File: config.mk
export PLATFORM = sky130hd
export DESIGN_NAME = riscv_regfile
export DESIGN_NICKNAME = d
export VERILOG_FILES = /design/src/design/riscv_isa_pkg.sv /design/src/design/riscv_regfile.sv
export SDC_FILE = /design/constraint.sdc
export NUM_CORES = 2
export LEC_CHECK = 0
export ABC_AREA = 0
export BUFFER_PORTS_ARGS = -buffer_cell sky130_fd_sc_hd__buf_2
export CAP_MARGIN = 20
export CORE_MARGIN = 2
export CORE_UTILIZATION = 40
export DETAILED_ROUTE_END_ITERATION = 8
export REMOVE_ABC_BUFFERS = 1
export SLEW_MARGIN = 20
export SYNTH_ARGS = -nofsm -noshare
export SYNTH_HDL_FRONTEND = slang
export SYNTH_SLANG_ARGS = --single-unit
File: constraint.sdc
create_clock -name i_riscv_de_clk -period 193.9 [get_ports i_riscv_de_clk]
set_input_delay 38.78 -clock i_riscv_de_clk [delete_from_list [all_inputs] [get_ports i_riscv_de_clk]]
set_output_delay 38.78 -clock i_riscv_de_clk [all_outputs]
set_load 0.05 [all_outputs]
File: src/design/riscv_isa_pkg.sv
`default_nettype none

package riscv_isa_pkg;

    localparam int XLEN       = 64;
    localparam int INST_W     = 32;
    localparam int OPC_W      = 7;
    localparam int REG_ADDR_W = 5;
    localparam int CSR_ADDR_W = 12;
    localparam int FUNC_W     = 2;

    // Major opcodes in inst[6:0]
    localparam logic [OPC_W-1:0] OPC_LUI       = 7'b0110111;
    localparam logic [OPC_W-1:0] OPC_AUIPC     = 7'b0010111;
    localparam logic [OPC_W-1:0] OPC_JAL       = 7'b1101111;
    localparam logic [OPC_W-1:0] OPC_JALR      = 7'b1100111;
    localparam logic [OPC_W-1:0] OPC_BRANCH    = 7'b1100011;
    localparam logic [OPC_W-1:0] OPC_LOAD      = 7'b0000011;
    localparam logic [OPC_W-1:0] OPC_STORE     = 7'b0100011;
    localparam logic [OPC_W-1:0] OPC_OP_IMM    = 7'b0010011;
    localparam logic [OPC_W-1:0] OPC_OP        = 7'b0110011;
    localparam logic [OPC_W-1:0] OPC_OP_IMM_32 = 7'b0011011;
    localparam logic [OPC_W-1:0] OPC_OP_32     = 7'b0111011;
    localparam logic [OPC_W-1:0] OPC_SYSTEM    = 7'b1110011;

    // funct3 values the decoder tests directly
    localparam logic [2:0] F3_ADD  = 3'b000;
    localparam logic [2:0] F3_SLL  = 3'b001;
    localparam logic [2:0] F3_SR   = 3'b101;
    localparam logic [2:0] F3_PRIV = 3'b000; // ecall, ebreak, mret

    // funct7 values for OP and OP-32
    localparam logic [6:0] F7_BASE   = 7'b0000000;
    localparam logic [6:0] F7_ALT    = 7'b0100000; // SUB, SRA
    localparam logic [6:0] F7_MULDIV = 7'b0000001;

    // Execute unit select
    localparam logic [FUNC_W-1:0] FUNC_ALU = 2'd0;
    localparam logic [FUNC_W-1:0] FUNC_MUL = 2'd1;
    localparam logic [FUNC_W-1:0] FUNC_DIV = 2'd2;
    localparam logic [FUNC_W-1:0] FUNC_CSR = 2'd3;

endpackage

`default_nettype wire

File: src/design/riscv_regfile.sv
`timescale 1ns/100ps
`default_nettype none

module riscv_regfile
    import riscv_isa_pkg::*;
(
    input  logic                  i_riscv_de_clk,
    input  logic                  i_riscv_de_rst,
    input  logic                  i_riscv_de_wb_regwrite,
    input  logic [REG_ADDR_W-1:0] i_riscv_de_wb_rdaddr,
    input  logic [XLEN-1:0]       i_riscv_de_wb_data,
    input  logic [REG_ADDR_W-1:0] i_riscv_de_rs1addr,
    input  logic [REG_ADDR_W-1:0] i_riscv_de_rs2addr,
    output logic [XLEN-1:0]       o_riscv_de_rs1data,
    output logic [XLEN-1:0]       o_riscv_de_rs2data
);

    logic [XLEN-1:0] regs [2**REG_ADDR_W];
    logic            wr_en;

    assign wr_en = i_riscv_de_wb_regwrite && (i_riscv_de_wb_rdaddr != '0);

    // Write data bypasses the array on a same-cycle hit
    function automatic logic [XLEN-1:0] read_port(input logic [REG_ADDR_W-1:0] addr);
        if (addr == '0)
            return '0;
        else if (wr_en && (i_riscv_de_wb_rdaddr == addr))
            return i_riscv_de_wb_data;
        else
            return regs[addr];
    endfunction

    always_comb
    begin
        o_riscv_de_rs1data = read_port(i_riscv_de_rs1addr);
        o_riscv_de_rs2data = read_port(i_riscv_de_rs2addr);
    end

    always_ff @(posedge i_riscv_de_clk or posedge i_riscv_de_rst)
    begin
        if (i_riscv_de_rst)
        begin
            for (int i = 0; i < 2**REG_ADDR_W; i++)
                regs[i] <= '0;
        end
        else if (wr_en)
        begin
            regs[i_riscv_de_wb_rdaddr] <= i_riscv_de_wb_data;
        end
    end

endmodule

`default_nettype wire

==> impl_metrics.yaml <==
die:
  fp.dieW_um: 528
  die_area_um2: 278000
  core_um2: 273000
  ios: 210
  start_util: 0.402
  die_height_um: 528
  rows: 192
status:
  status: "finished, final reports clean"
setup_path:
  setup.worst_path.end_class: "output pin"
  cp.arrival_ps: 43410
  path_delay_family: "buffers and inverters"
  cpMostUsedCell: "buf_4"
  critPathLaunchType: "input port"
  r2r_start: "regs[1533]"
  cpPeakStageDelay_ps: 620
  ff2ff_setup_slack_ps: 193070
  crit_type: "input port to output pin"
  path_cells: "clkbuf_8 > buf_12 > buf_4 > clkinv_2 > buf_4 > nor2_4 > buf_4 > a22oi_1 > o21ai_0 > nor3_1 > nor2_1 > buf_2"
  worst-path-max-fanout: 66
  required_ps: 155120
  path_buf_inv: 7
  critPathLaunch: "i_riscv_de_rs2addr[2]"
  worst_path_max_delay_cell: "nor2_4"
detailed_routing:
  post_drt_wl_per_cell_um: 37.6
  drt_iter0_drc: 9229
  drt_first_pass_iters: 6
  drc_errors: 0
  ant_nets: 0
  via_per_inst: 6.77
  wirelength_um: 423000
  via_count: 76200
cts:
  cts_hold_buffers: 0
  worstSkewPairLatency_ps: 870
  cts_buffers: 224
  cts_sinks: 2048
  cts_resized: 0
  cts_buffer_depth: 3
  post_cts_buffers: 0
  cts_root_buf: "clkbuf_16"
  cts.reportedPaths.clkPinSlew_ps: 60
  cts_htree_levels: 4
  tritoncts: "built"
finish:
  top_register: "regs"
  top_regs: "regs (2048)"
  final_nets: 7532
  finalInstanceArea_um2: 121000
  nFillCells: 24200
  drive_gt1_frac: 0.484
  largest_reg_flops: 2048
  areaGrowthSynthToFinish_pct: 10.3
pwr:
  ir_drop_mv: 0.0105
  leakage_nw: 52.8
  p_per_area_nw_per_um2: 10.6
yosys:
  synth_top_cells_by_area: "dfrtp_1 47%, mux2_2 21%, mux4_2 16%, mux2i_1 4.2%, clkbuf_1 1.6%"
  synth_top_area_cell: "dfrtp_1"
  synth-seq-area-share: 0.467
  ys_warn_count: 0
  synth.distinct_cells: 73
  netlist_instances: 7673
  synth_ff_type: "dfrtp_1"
  syn_area_um2: 110000
  synth_edf_count: 0
  avgSynthCellArea_um2: 14.3
  ys_ff_latch: 2048
  synth_top_area_frac: 0.467
  ys_async_sr_fraction: 1.00
timing:
  finClkSkew_ps: 0
  hold_viol: 0
  setup_violations: 0
  drv_slew: 0
  fmax_ghz: 0.0122
  tightest_slew_ps: 1280
  slew_headroom: 0.146
  timing.final.crit_share: 0.424
  grt_setup_unrepaired: "false"
  fin_setup_tns_ps: 0
  fin_ws_ps: 111710
  fin_crit_ps: 82190
grt:
  overflow: 0
  grt_pass1_wl_um: 594000
  track_usage: 0.299
  grt_max_degree: 193
  antenna_found_initial: 37
  grt_pass1_vias: 75900
worst_hold_path:
  min-delay-path-class: "register to register"
  hp-start: "regs[2029]"
placement:
  place_area_um2: 113000
  dp_hpwl_um: 239000
  place_congestion: 0.856
  place_ws_ps: 111790
  port_buffers: 209
flow_run:
  maxCapViolCount: 0
-- synth_stat cells, types with 5 or more instances --
cell type / number
a2111oi_0: 9
a211oi_1: 12
a21o_1: 5
a21oi_1: 107
a221o_1: 12
a221oi_1: 67
a22o_1: 29
a22oi_1: 157
a311oi_1: 6
a31oi_1: 21
and2_1: 7
and3_1: 11
buf_1: 43
buf_2: 254
buf_4: 87
buf_6: 23
clkbuf_1: 463
dfrtp_1: 2048
mux2_2: 2050
mux2i_1: 458
mux4_1: 7
mux4_2: 779
nand2_1: 83
nand2b_1: 15
nand3_1: 27
nand3b_1: 6
nand4_1: 10
nor2_1: 225
nor2_2: 9
nor2b_1: 18
nor3_1: 41
nor3b_2: 5
nor4_1: 22
o211a_1: 17
o211ai_1: 74
o21ai_0: 159
o221ai_1: 29
o22a_1: 9
o22ai_1: 186
or2_2: 5
or3_1: 7
xnor2_1: 6
-- power by group --
group | switching [mW] | total, mW | internal [mW] | leakage [nW]
clock network | 0.187 | 0.446 | 0.259 | 3.74
logic | 0.127 | 0.271 | 0.143 | 22.8
registers | 0.0607 | 0.569 | 0.508 | 26.3
-- kinds of logic after synthesis --
| family | after synthesis | share of synthesized area |
|---|---|---|
| buffers and inverters | 883 | 0.0384 |
| muxes | 3294 | 0.414 |
| DFF | 2048 | 0.467 |
| xor gates and xnor gates | 10 | 0.000798 |
| AOI/OAI and AO/OA | 929 | 0.0577 |
| and+or+nand+nor | 509 | 0.0222 |
-- layout by cell type, fill, tap and decap left out, types with 10 or more instances in the layout --
| cell | n |
|---|---|
| mux2_2 | 2050 |
| dfrtp_1 | 2048 |
| mux4_2 | 779 |
| mux2i_1 | 458 |
| clkbuf_16 | 226 |
| nor2_1 | 210 |
| buf_4 | 202 |
| buf_2 | 200 |
| o22ai_1 | 186 |
| o21ai_0 | 159 |
| a22oi_1 | 157 |
| a21oi_1 | 107 |
| o211ai_1 | 74 |
| a221oi_1 | 67 |
| clkbuf_1 | 62 |
| nand2_1 | 61 |
| clkbuf_8 | 56 |
| nor3_1 | 38 |
| clkinv_2 | 30 |
| o221ai_1 | 29 |
| a22o_1 | 29 |
| nand3_1 | 27 |
| diode_2 | 23 |
| nand2_4 | 22 |
| nor4_1 | 22 |
| a31oi_1 | 21 |
| bufinv_16 | 18 |
| o211a_1 | 17 |
| nor2_4 | 15 |
| nor2b_1 | 12 |
| a221o_1 | 12 |
| a211oi_1 | 12 |
| and3_1 | 11 |
| nand2b_1 | 11 |
| buf_12 | 11 |
| nand4_1 | 10 |
-- routing by layer --
metal	vias up	part of all wire	GRT usage
met5	-	0.00050	0
met3	1039	0.097	0.0731
met2	4396	0.44	0.448
met4	32	0.051	0.135
met1	41500	0.41	0.409
li1	29200	-	-
-- worst paths after layout --
kind,end,cells past startpoint
worst max-delay path,o_riscv_de_rs2data[44],12
worst min-delay path,regs[2029],0
worst max register to register,regs[1533],1
worst min register to register,regs[2029],0
max in group asynchronous,regs[773],8
min in group asynchronous,regs[880],2
-- stage by stage --
stage,cells,util,power [mW],hold slack (ps)
floorplan,6797,-,0.751,365
global placement,10800,0.415,0.829,378
global route,11200,0.443,1.33,405
CTS,11200,0.443,1.29,398
detailed placement,10800,0.415,0.841,383
finish,11200,0.443,1.29,399
-- layout make-up --
| type | instances | area (um^2) | share of cell area |
|---|---|---|---|
| inverter | 7 | 35.0 | 0.000289 |
| clock buffer | 343 | 6650 | 0.0549 |
| sequential | 2048 | 51200 | 0.423 |
| antenna | 23 | 57.6 | 0.000475 |
| tap | 3589 | 4490 | 0.0371 |
| timing repair buffer | 427 | 2960 | 0.0245 |
| multi-input combinational | 4742 | 54700 | 0.451 |
| clock inverter | 65 | 967 | 0.00799 |
No activity file was read; power rests on OpenSTA's default activity.
