--- config.mk ---
export PLATFORM = sky130hd
export DESIGN_NAME = riscv_decoder
export DESIGN_NICKNAME = d
export VERILOG_FILES = /design/src/design/riscv_isa_pkg.sv /design/src/design/riscv_pipe_pkg.sv /design/src/design/riscv_decoder.sv
export SDC_FILE = /design/constraint.sdc
export NUM_CORES = 1
export LEC_CHECK = 0
export BUFFER_PORTS_ARGS = -buffer_cell sky130_fd_sc_hd__buf_2
export CORE_AREA = 3 3 91 93
export DETAILED_ROUTE_END_ITERATION = 16
export DIE_AREA = 0 0 94 96
export PLACE_DENSITY = 0.75
export SLEW_MARGIN = 20
export SYNTH_ARGS = -nofsm -noshare
export SYNTH_HDL_FRONTEND = slang
export SYNTH_SLANG_ARGS = --single-unit
--- constraint.sdc ---
create_clock -name vclk -period 1.6
set_input_delay 0.16 -clock vclk [all_inputs]
set_output_delay 0.16 -clock vclk [all_outputs]
set_load 0.01 [all_outputs]
--- src/design/riscv_isa_pkg.sv ---
`default_nettype none

package riscv_isa_pkg;

    localparam int XLEN       = 64;
    localparam int INST_W     = 32;
    localparam int OPC_W      = 7;
    localparam int REG_ADDR_W = 5;
    localparam int CSR_ADDR_W = 12;
    localparam int FUNC_W     = 2;

    // Major opcodes in inst[6:0]
    localparam logic [OPC_W-1:0] OPC_LUI       = 7'b0110111;
    localparam logic [OPC_W-1:0] OPC_AUIPC     = 7'b0010111;
    localparam logic [OPC_W-1:0] OPC_JAL       = 7'b1101111;
    localparam logic [OPC_W-1:0] OPC_JALR      = 7'b1100111;
    localparam logic [OPC_W-1:0] OPC_BRANCH    = 7'b1100011;
    localparam logic [OPC_W-1:0] OPC_LOAD      = 7'b0000011;
    localparam logic [OPC_W-1:0] OPC_STORE     = 7'b0100011;
    localparam logic [OPC_W-1:0] OPC_OP_IMM    = 7'b0010011;
    localparam logic [OPC_W-1:0] OPC_OP        = 7'b0110011;
    localparam logic [OPC_W-1:0] OPC_OP_IMM_32 = 7'b0011011;
    localparam logic [OPC_W-1:0] OPC_OP_32     = 7'b0111011;
    localparam logic [OPC_W-1:0] OPC_SYSTEM    = 7'b1110011;

    // funct3 values the decoder tests directly
    localparam logic [2:0] F3_ADD  = 3'b000;
    localparam logic [2:0] F3_SLL  = 3'b001;
    localparam logic [2:0] F3_SR   = 3'b101;
    localparam logic [2:0] F3_PRIV = 3'b000; // ecall, ebreak, mret

    // funct7 values for OP and OP-32
    localparam logic [6:0] F7_BASE   = 7'b0000000;
    localparam logic [6:0] F7_ALT    = 7'b0100000; // SUB, SRA
    localparam logic [6:0] F7_MULDIV = 7'b0000001;

    // Execute unit select
    localparam logic [FUNC_W-1:0] FUNC_ALU = 2'd0;
    localparam logic [FUNC_W-1:0] FUNC_MUL = 2'd1;
    localparam logic [FUNC_W-1:0] FUNC_DIV = 2'd2;
    localparam logic [FUNC_W-1:0] FUNC_CSR = 2'd3;

endpackage

`default_nettype wire

--- src/design/riscv_pipe_pkg.sv ---
`default_nettype none

package riscv_pipe_pkg;

    import riscv_isa_pkg::*;

    typedef struct packed {
        logic              valid;
        logic [XLEN-1:0]   pc;
        logic [INST_W-1:0] inst;
    } fd_payload_t;

    typedef struct packed {
        logic [3:0]            b_condition; // [3] branch, [2:0] funct3
        logic                  oprnd1sel;   // 1 selects pc
        logic                  oprnd2sel;   // 1 selects imm
        logic [1:0]            storesrc;    // Store size
        logic [5:0]            alucontrol;  // [4] word, [3] alt, [2:0] funct3
        logic [3:0]            mulctrl;
        logic [3:0]            divctrl;
        logic [FUNC_W-1:0]     funcsel;
        logic                  memwrite;
        logic                  memread;
        logic [2:0]            memext;
        logic [1:0]            resultsrc;   // ALU, mem, pc+4, CSR
        logic                  regwrite;
        logic                  jump;
        logic [OPC_W-1:0]      opcode;
        logic                  ecall;
        logic                  illegal;
        logic                  iscsr;
        logic [2:0]            csrop;
        logic                  immreg;
        logic [CSR_ADDR_W-1:0] csraddress;
    } de_ctrl_t;

    typedef struct packed {
        logic                  instret;
        logic [XLEN-1:0]       pc;
        logic [XLEN-1:0]       pcplus4;
        logic [XLEN-1:0]       rs1data;
        logic [XLEN-1:0]       rs2data;
        logic [XLEN-1:0]       extendedimm;
        logic [XLEN-1:0]       immzeroextend;
        logic [REG_ADDR_W-1:0] rs1addr;
        logic [REG_ADDR_W-1:0] rs2addr;
        logic [REG_ADDR_W-1:0] rdaddr;
        de_ctrl_t              ctrl;
    } de_payload_t;

endpackage

`default_nettype wire

--- src/design/riscv_decoder.sv ---
`timescale 1ns/100ps
`default_nettype none

module riscv_decoder
    import riscv_isa_pkg::*;
    import riscv_pipe_pkg::*;
(
    input  logic [INST_W-1:0]     i_riscv_de_inst,
    input  logic                  i_riscv_de_valid,
    output de_ctrl_t              o_riscv_de_ctrl,
    output logic [XLEN-1:0]       o_riscv_de_extendedimm,
    output logic [XLEN-1:0]       o_riscv_de_immzeroextend,
    output logic [REG_ADDR_W-1:0] o_riscv_de_rs1addr,
    output logic [REG_ADDR_W-1:0] o_riscv_de_rs2addr,
    output logic [REG_ADDR_W-1:0] o_riscv_de_rdaddr
);

    logic [INST_W-1:0] inst;
    logic [OPC_W-1:0]  opcode;
    logic [2:0]        funct3;
    logic [6:0]        funct7;
    logic [6:0]        shift_hi;
    logic              word_op;
    logic              illegal;

    assign inst     = i_riscv_de_inst;
    assign opcode   = inst[6:0];
    assign funct3   = inst[14:12];
    assign funct7   = inst[31:25];
    assign word_op  = (opcode == OPC_OP_IMM_32) || (opcode == OPC_OP_32);
    assign shift_hi = word_op ? funct7 : {inst[31:26], 1'b0}; // RV64 shamt is 6 bits

    assign o_riscv_de_rdaddr        = inst[11:7];
    assign o_riscv_de_rs1addr       = (opcode == OPC_LUI) ? '0 : inst[19:15]; // LUI adds to x0
    assign o_riscv_de_rs2addr       = inst[24:20];
    assign o_riscv_de_immzeroextend = {{(XLEN-REG_ADDR_W){1'b0}}, inst[19:15]};

    always_comb
    begin
        case (opcode)
            OPC_LUI, OPC_AUIPC:
                o_riscv_de_extendedimm = {{(XLEN-31){inst[31]}}, inst[30:12], 12'b0};
            OPC_JAL:
                o_riscv_de_extendedimm = {{(XLEN-20){inst[31]}}, inst[19:12], inst[20],
                                          inst[30:21], 1'b0};
            OPC_BRANCH:
                o_riscv_de_extendedimm = {{(XLEN-12){inst[31]}}, inst[7], inst[30:25],
                                          inst[11:8], 1'b0};
            OPC_STORE:
                o_riscv_de_extendedimm = {{(XLEN-11){inst[31]}}, inst[30:25], inst[11:7]};
            default:
                o_riscv_de_extendedimm = {{(XLEN-11){inst[31]}}, inst[30:20]};
        endcase
    end

    always_comb
    begin
        o_riscv_de_ctrl            = '0;
        o_riscv_de_ctrl.funcsel    = FUNC_ALU;
        o_riscv_de_ctrl.opcode     = opcode;
        o_riscv_de_ctrl.memext     = funct3;
        o_riscv_de_ctrl.csraddress = inst[31:20];
        illegal                    = 1'b0;
        case (opcode)
            OPC_LUI, OPC_AUIPC:
            begin
                o_riscv_de_ctrl.oprnd1sel = (opcode == OPC_AUIPC);
                o_riscv_de_ctrl.oprnd2sel = 1'b1;
                o_riscv_de_ctrl.regwrite  = 1'b1;
            end
            OPC_JAL, OPC_JALR:
            begin
                o_riscv_de_ctrl.oprnd1sel = (opcode == OPC_JAL);
                o_riscv_de_ctrl.oprnd2sel = 1'b1;
                o_riscv_de_ctrl.resultsrc = 2'd2; // Link is pc + 4
                o_riscv_de_ctrl.regwrite  = 1'b1;
                o_riscv_de_ctrl.jump      = 1'b1;
                illegal                   = (opcode == OPC_JALR) && (funct3 != F3_ADD);
            end
            OPC_BRANCH:
            begin
                o_riscv_de_ctrl.b_condition = {1'b1, funct3};
                o_riscv_de_ctrl.oprnd1sel   = 1'b1; // Target is pc + imm
                o_riscv_de_ctrl.oprnd2sel   = 1'b1;
                illegal                     = (funct3[2:1] == 2'b01);
            end
            OPC_LOAD:
            begin
                o_riscv_de_ctrl.memread   = 1'b1;
                o_riscv_de_ctrl.regwrite  = 1'b1;
                o_riscv_de_ctrl.resultsrc = 2'd1;
                o_riscv_de_ctrl.oprnd2sel = 1'b1;
                illegal                   = (funct3 == 3'b111);
            end
            OPC_STORE:
            begin
                o_riscv_de_ctrl.memwrite  = 1'b1;
                o_riscv_de_ctrl.oprnd2sel = 1'b1;
                o_riscv_de_ctrl.storesrc  = funct3[1:0];
                illegal                   = funct3[2];
            end
            OPC_OP_IMM, OPC_OP_IMM_32:
            begin
                o_riscv_de_ctrl.oprnd2sel  = 1'b1;
                o_riscv_de_ctrl.regwrite   = 1'b1;
                o_riscv_de_ctrl.alucontrol = {1'b0, word_op, 1'b0, funct3};
                case (funct3)
                    F3_SLL:
                        illegal = (shift_hi != F7_BASE);
                    F3_SR:
                    begin
                        o_riscv_de_ctrl.alucontrol[3] = inst[30];
                        illegal = (shift_hi != F7_BASE) && (shift_hi != F7_ALT);
                    end
                    default:
                        illegal = word_op && (funct3 != F3_ADD); // Only ADDIW
                endcase
            end
            OPC_OP, OPC_OP_32:
            begin
                o_riscv_de_ctrl.regwrite = 1'b1;
                if (funct7 == F7_MULDIV)
                begin
                    if (!funct3[2])
                    begin
                        o_riscv_de_ctrl.funcsel = FUNC_MUL;
                        o_riscv_de_ctrl.mulctrl = {word_op, funct3};
                        illegal                 = word_op && (funct3 != F3_ADD); // MULW only
                    end
                    else
                    begin
                        o_riscv_de_ctrl.funcsel = FUNC_DIV;
                        o_riscv_de_ctrl.divctrl = {word_op, funct3};
                    end
                end
                else if ((funct7 == F7_BASE) || (funct7 == F7_ALT))
                begin
                    o_riscv_de_ctrl.alucontrol = {1'b0, word_op, funct7[5], funct3};
                    illegal = ((funct7 == F7_ALT) && (funct3 != F3_ADD) && (funct3 != F3_SR))
                           || (word_op && (funct3 != F3_ADD) && (funct3 != F3_SLL)
                                       && (funct3 != F3_SR));
                end
                else
                begin
                    illegal = 1'b1;
                end
            end
            OPC_SYSTEM:
            begin
                if (funct3 == F3_PRIV)
                begin
                    illegal               = (inst[31:7] != '0); // ebreak, mret, wfi
                    o_riscv_de_ctrl.ecall = !illegal;
                end
                else
                begin
                    o_riscv_de_ctrl.iscsr     = 1'b1;
                    o_riscv_de_ctrl.csrop     = funct3;
                    o_riscv_de_ctrl.immreg    = funct3[2];
                    o_riscv_de_ctrl.funcsel   = FUNC_CSR;
                    o_riscv_de_ctrl.resultsrc = 2'd3;
                    o_riscv_de_ctrl.regwrite  = 1'b1;
                    illegal                   = (funct3 == 3'b100);
                end
            end
            default:
                illegal = 1'b1;
        endcase

        o_riscv_de_ctrl.illegal = illegal && i_riscv_de_valid; // Bubbles are not illegal
        if (illegal || !i_riscv_de_valid)
        begin
            o_riscv_de_ctrl.regwrite = 1'b0;
            o_riscv_de_ctrl.memwrite = 1'b0;
            o_riscv_de_ctrl.memread  = 1'b0;
            o_riscv_de_ctrl.jump     = 1'b0;
        end
    end

endmodule

`default_nettype wire

==> metrics.txt <==
commonest non-fill, non-tap cell in the layout=buf_2; Starting DRT DRC Count=94; Post-Synth XOR/XNOR Area=0.400%; DIE HEIGHT=96 µm; Seq/Total Area, Yosys=0%; VDD IR max=0.000110 V; CP max FO=5; Post-DRT Antenna Nets=0; largest net degree at the start of global routing=33; run status=complete, but fails checks; fillers=821; Static Leak=1.90 nW; Die Wd=94 µm; WL met1=3570 µm; Slew @ Worst Pin=547 ps; Cell Pwr Density=243 nW/µm²; Post-DP HPWL=6890 µm; post-place setup slack=-306 ps; CP required=1440 ps; Reg area=0 µm²; hold-fix buffers at CTS=0; Slew HR=63.4%; port bufs=174; synthesized area=2190 µm²; number of sequential cells=0; commonest cells after routing, fill and taps aside=buf_2, buf_4, conb_1; met2 WL=4140 µm; complex-gate fraction of the synthesized area=19.2%; Core Region=7610 µm²; setup violators final=6; Routed WL=8180 µm; full die area=9020 µm²; DR DRC count=0; failing checks=setup timing; maxcap violations=0; Yosys top cell area share=45.3%; initial antenna violation count=0; post-layout util=42.6%; top cells by area, synth=buf_4, a21o_1, nor2_1; Syn Area/Cell=6.86 µm²; post-synthesis adder-cell area fraction=0%; IO Pins=235; setup ws final=-167 ps; min Tclk post-route=1770 ps; Setup CP Type=input pin to primary output; top sig layer=met3; Fmax=566 MHz; FP Rows=32; via count=2515; Syn Inst Count=319; Hold WC Path Type=input pin to primary output; Critical Path End Type=primary output; DR vias/cell=4.27; DR pass1 iterations=4; vias in the first global route=2129; per-cell routed wire length=13.9 µm; crit share post-route=110%; Total GRT Usage=15.8%; Final Hold Viols=0; number of nets in the layout=522; clock buffers=0; final max-slew violation count=0; Startpoint Class=input pin; setup TNS=-584 ps; Yosys warnings=0; mux cell area share after synthesis=0.686%; largest family of logic cells by synthesized area=buffers and inverters; Layout area overhead=48.1%; RSZ-0062 raised after global routing=true; fraction of layout cells with a size suffix above 1=60.8%; first-pass GRT wire length=11500 µm; initial core utilization=28.8%; Post-Synth Simple-Gate Area=29.1%; post-synth top area cell=buf_4; Critical Path AT=1610 ps; Overflow after GRT=0; DR WL met3=466 µm; GP Congestion=0.828; Netlist cell types=52; ant diodes=0
-- metrics by stage --
step | cells | hold slack (ps) | total power, mW | area, µm²
floorplan | 379 | 411 | 0.562 | 2410
global placement | 581 | 576 | 0.704 | 2890
detailed placement | 581 | 576 | 0.711 | 2890
CTS | 586 | 540 | 0.759 | 3110
global route | 589 | 544 | 0.855 | 3240
finish | 589 | 544 | 0.786 | 3240
-- path summary, 6_finish.rpt --
| path | start | endpoint | slack, ps | cells past startpoint |
|---|---|---|---|---|
| min | i_riscv_de_inst[4] | o_riscv_de_ctrl[23] | 540 | 2 |
| max | i_riscv_de_inst[31] | o_riscv_de_ctrl[27] | -170 | 7 |
-- final cells by class --
type	count	area, µm²	area share [%]
Timing Repair Buffer	254	1600	49.3
Multi-Input combinational cell	225	1480	45.7
Tap cell	102	128	3.94
Inverter	8	32.5	1.00
-- cells in the mapped netlist, types with 2 or more instances --
library cell	count
a22o_1	6
nor2_1	29
buf_2	7
nor3_2	2
a21o_1	20
or3_1	3
nand3_1	6
a21oi_1	7
o21ai_0	5
nor2_2	3
and2_1	8
nor3_1	9
nand2b_1	3
nor4_1	3
and3_1	2
clkbuf_1	3
nand2_1	16
nor2b_1	12
buf_6	3
buf_4	132
o211ai_1	2
inv_1	8
-- critical path, stage by stage --
cell and delay, ps:
buf_6 110, nor4_4 280, nand2_2 130, o311ai_4 380
nand4_4 170, a211oi_2 220, buf_2 150
-- timing repair --
| action | 4_1_cts | 5_1_grt |
|---|---|---|
| buffers inserted | 5 | 4 |
| resized for setup | 39 | 33 |
| pin swaps | 17 | 16 |
| setup endpoints to repair | 50 | 37 |
| hold endpoints to repair | 0 | 0 |
-- report_power, final --
group,switching [mW],total (mW),internal [mW]
logic,0.440,0.786,0.347
registers,0,0,0
clock network,0,0,0
total,0.440,0.786,0.347
-- per-layer routing --
layer / global-route usage [%] / vias up
li1: - / 1214
met1: 23.0 / 1189
met2: 27.7 / 112
met3: 0.235 / 0
met4: 0.241 / 0
met5: 0 / -
-- logic make-up (layout without fill, tap and decap cells) --
| kind of cell | Yosys count | after routing |
|---|---|---|
| buffers and inverters | 154 | 262 |
| AND/OR/NAND/NOR | 108 | 108 |
| AO/OA/AOI/OAI | 54 | 54 |
| other | 1 | 61 |
| XOR/XNOR | 1 | 1 |
| multiplexers | 1 | 1 |
Power figures use the tool's default switching activity.
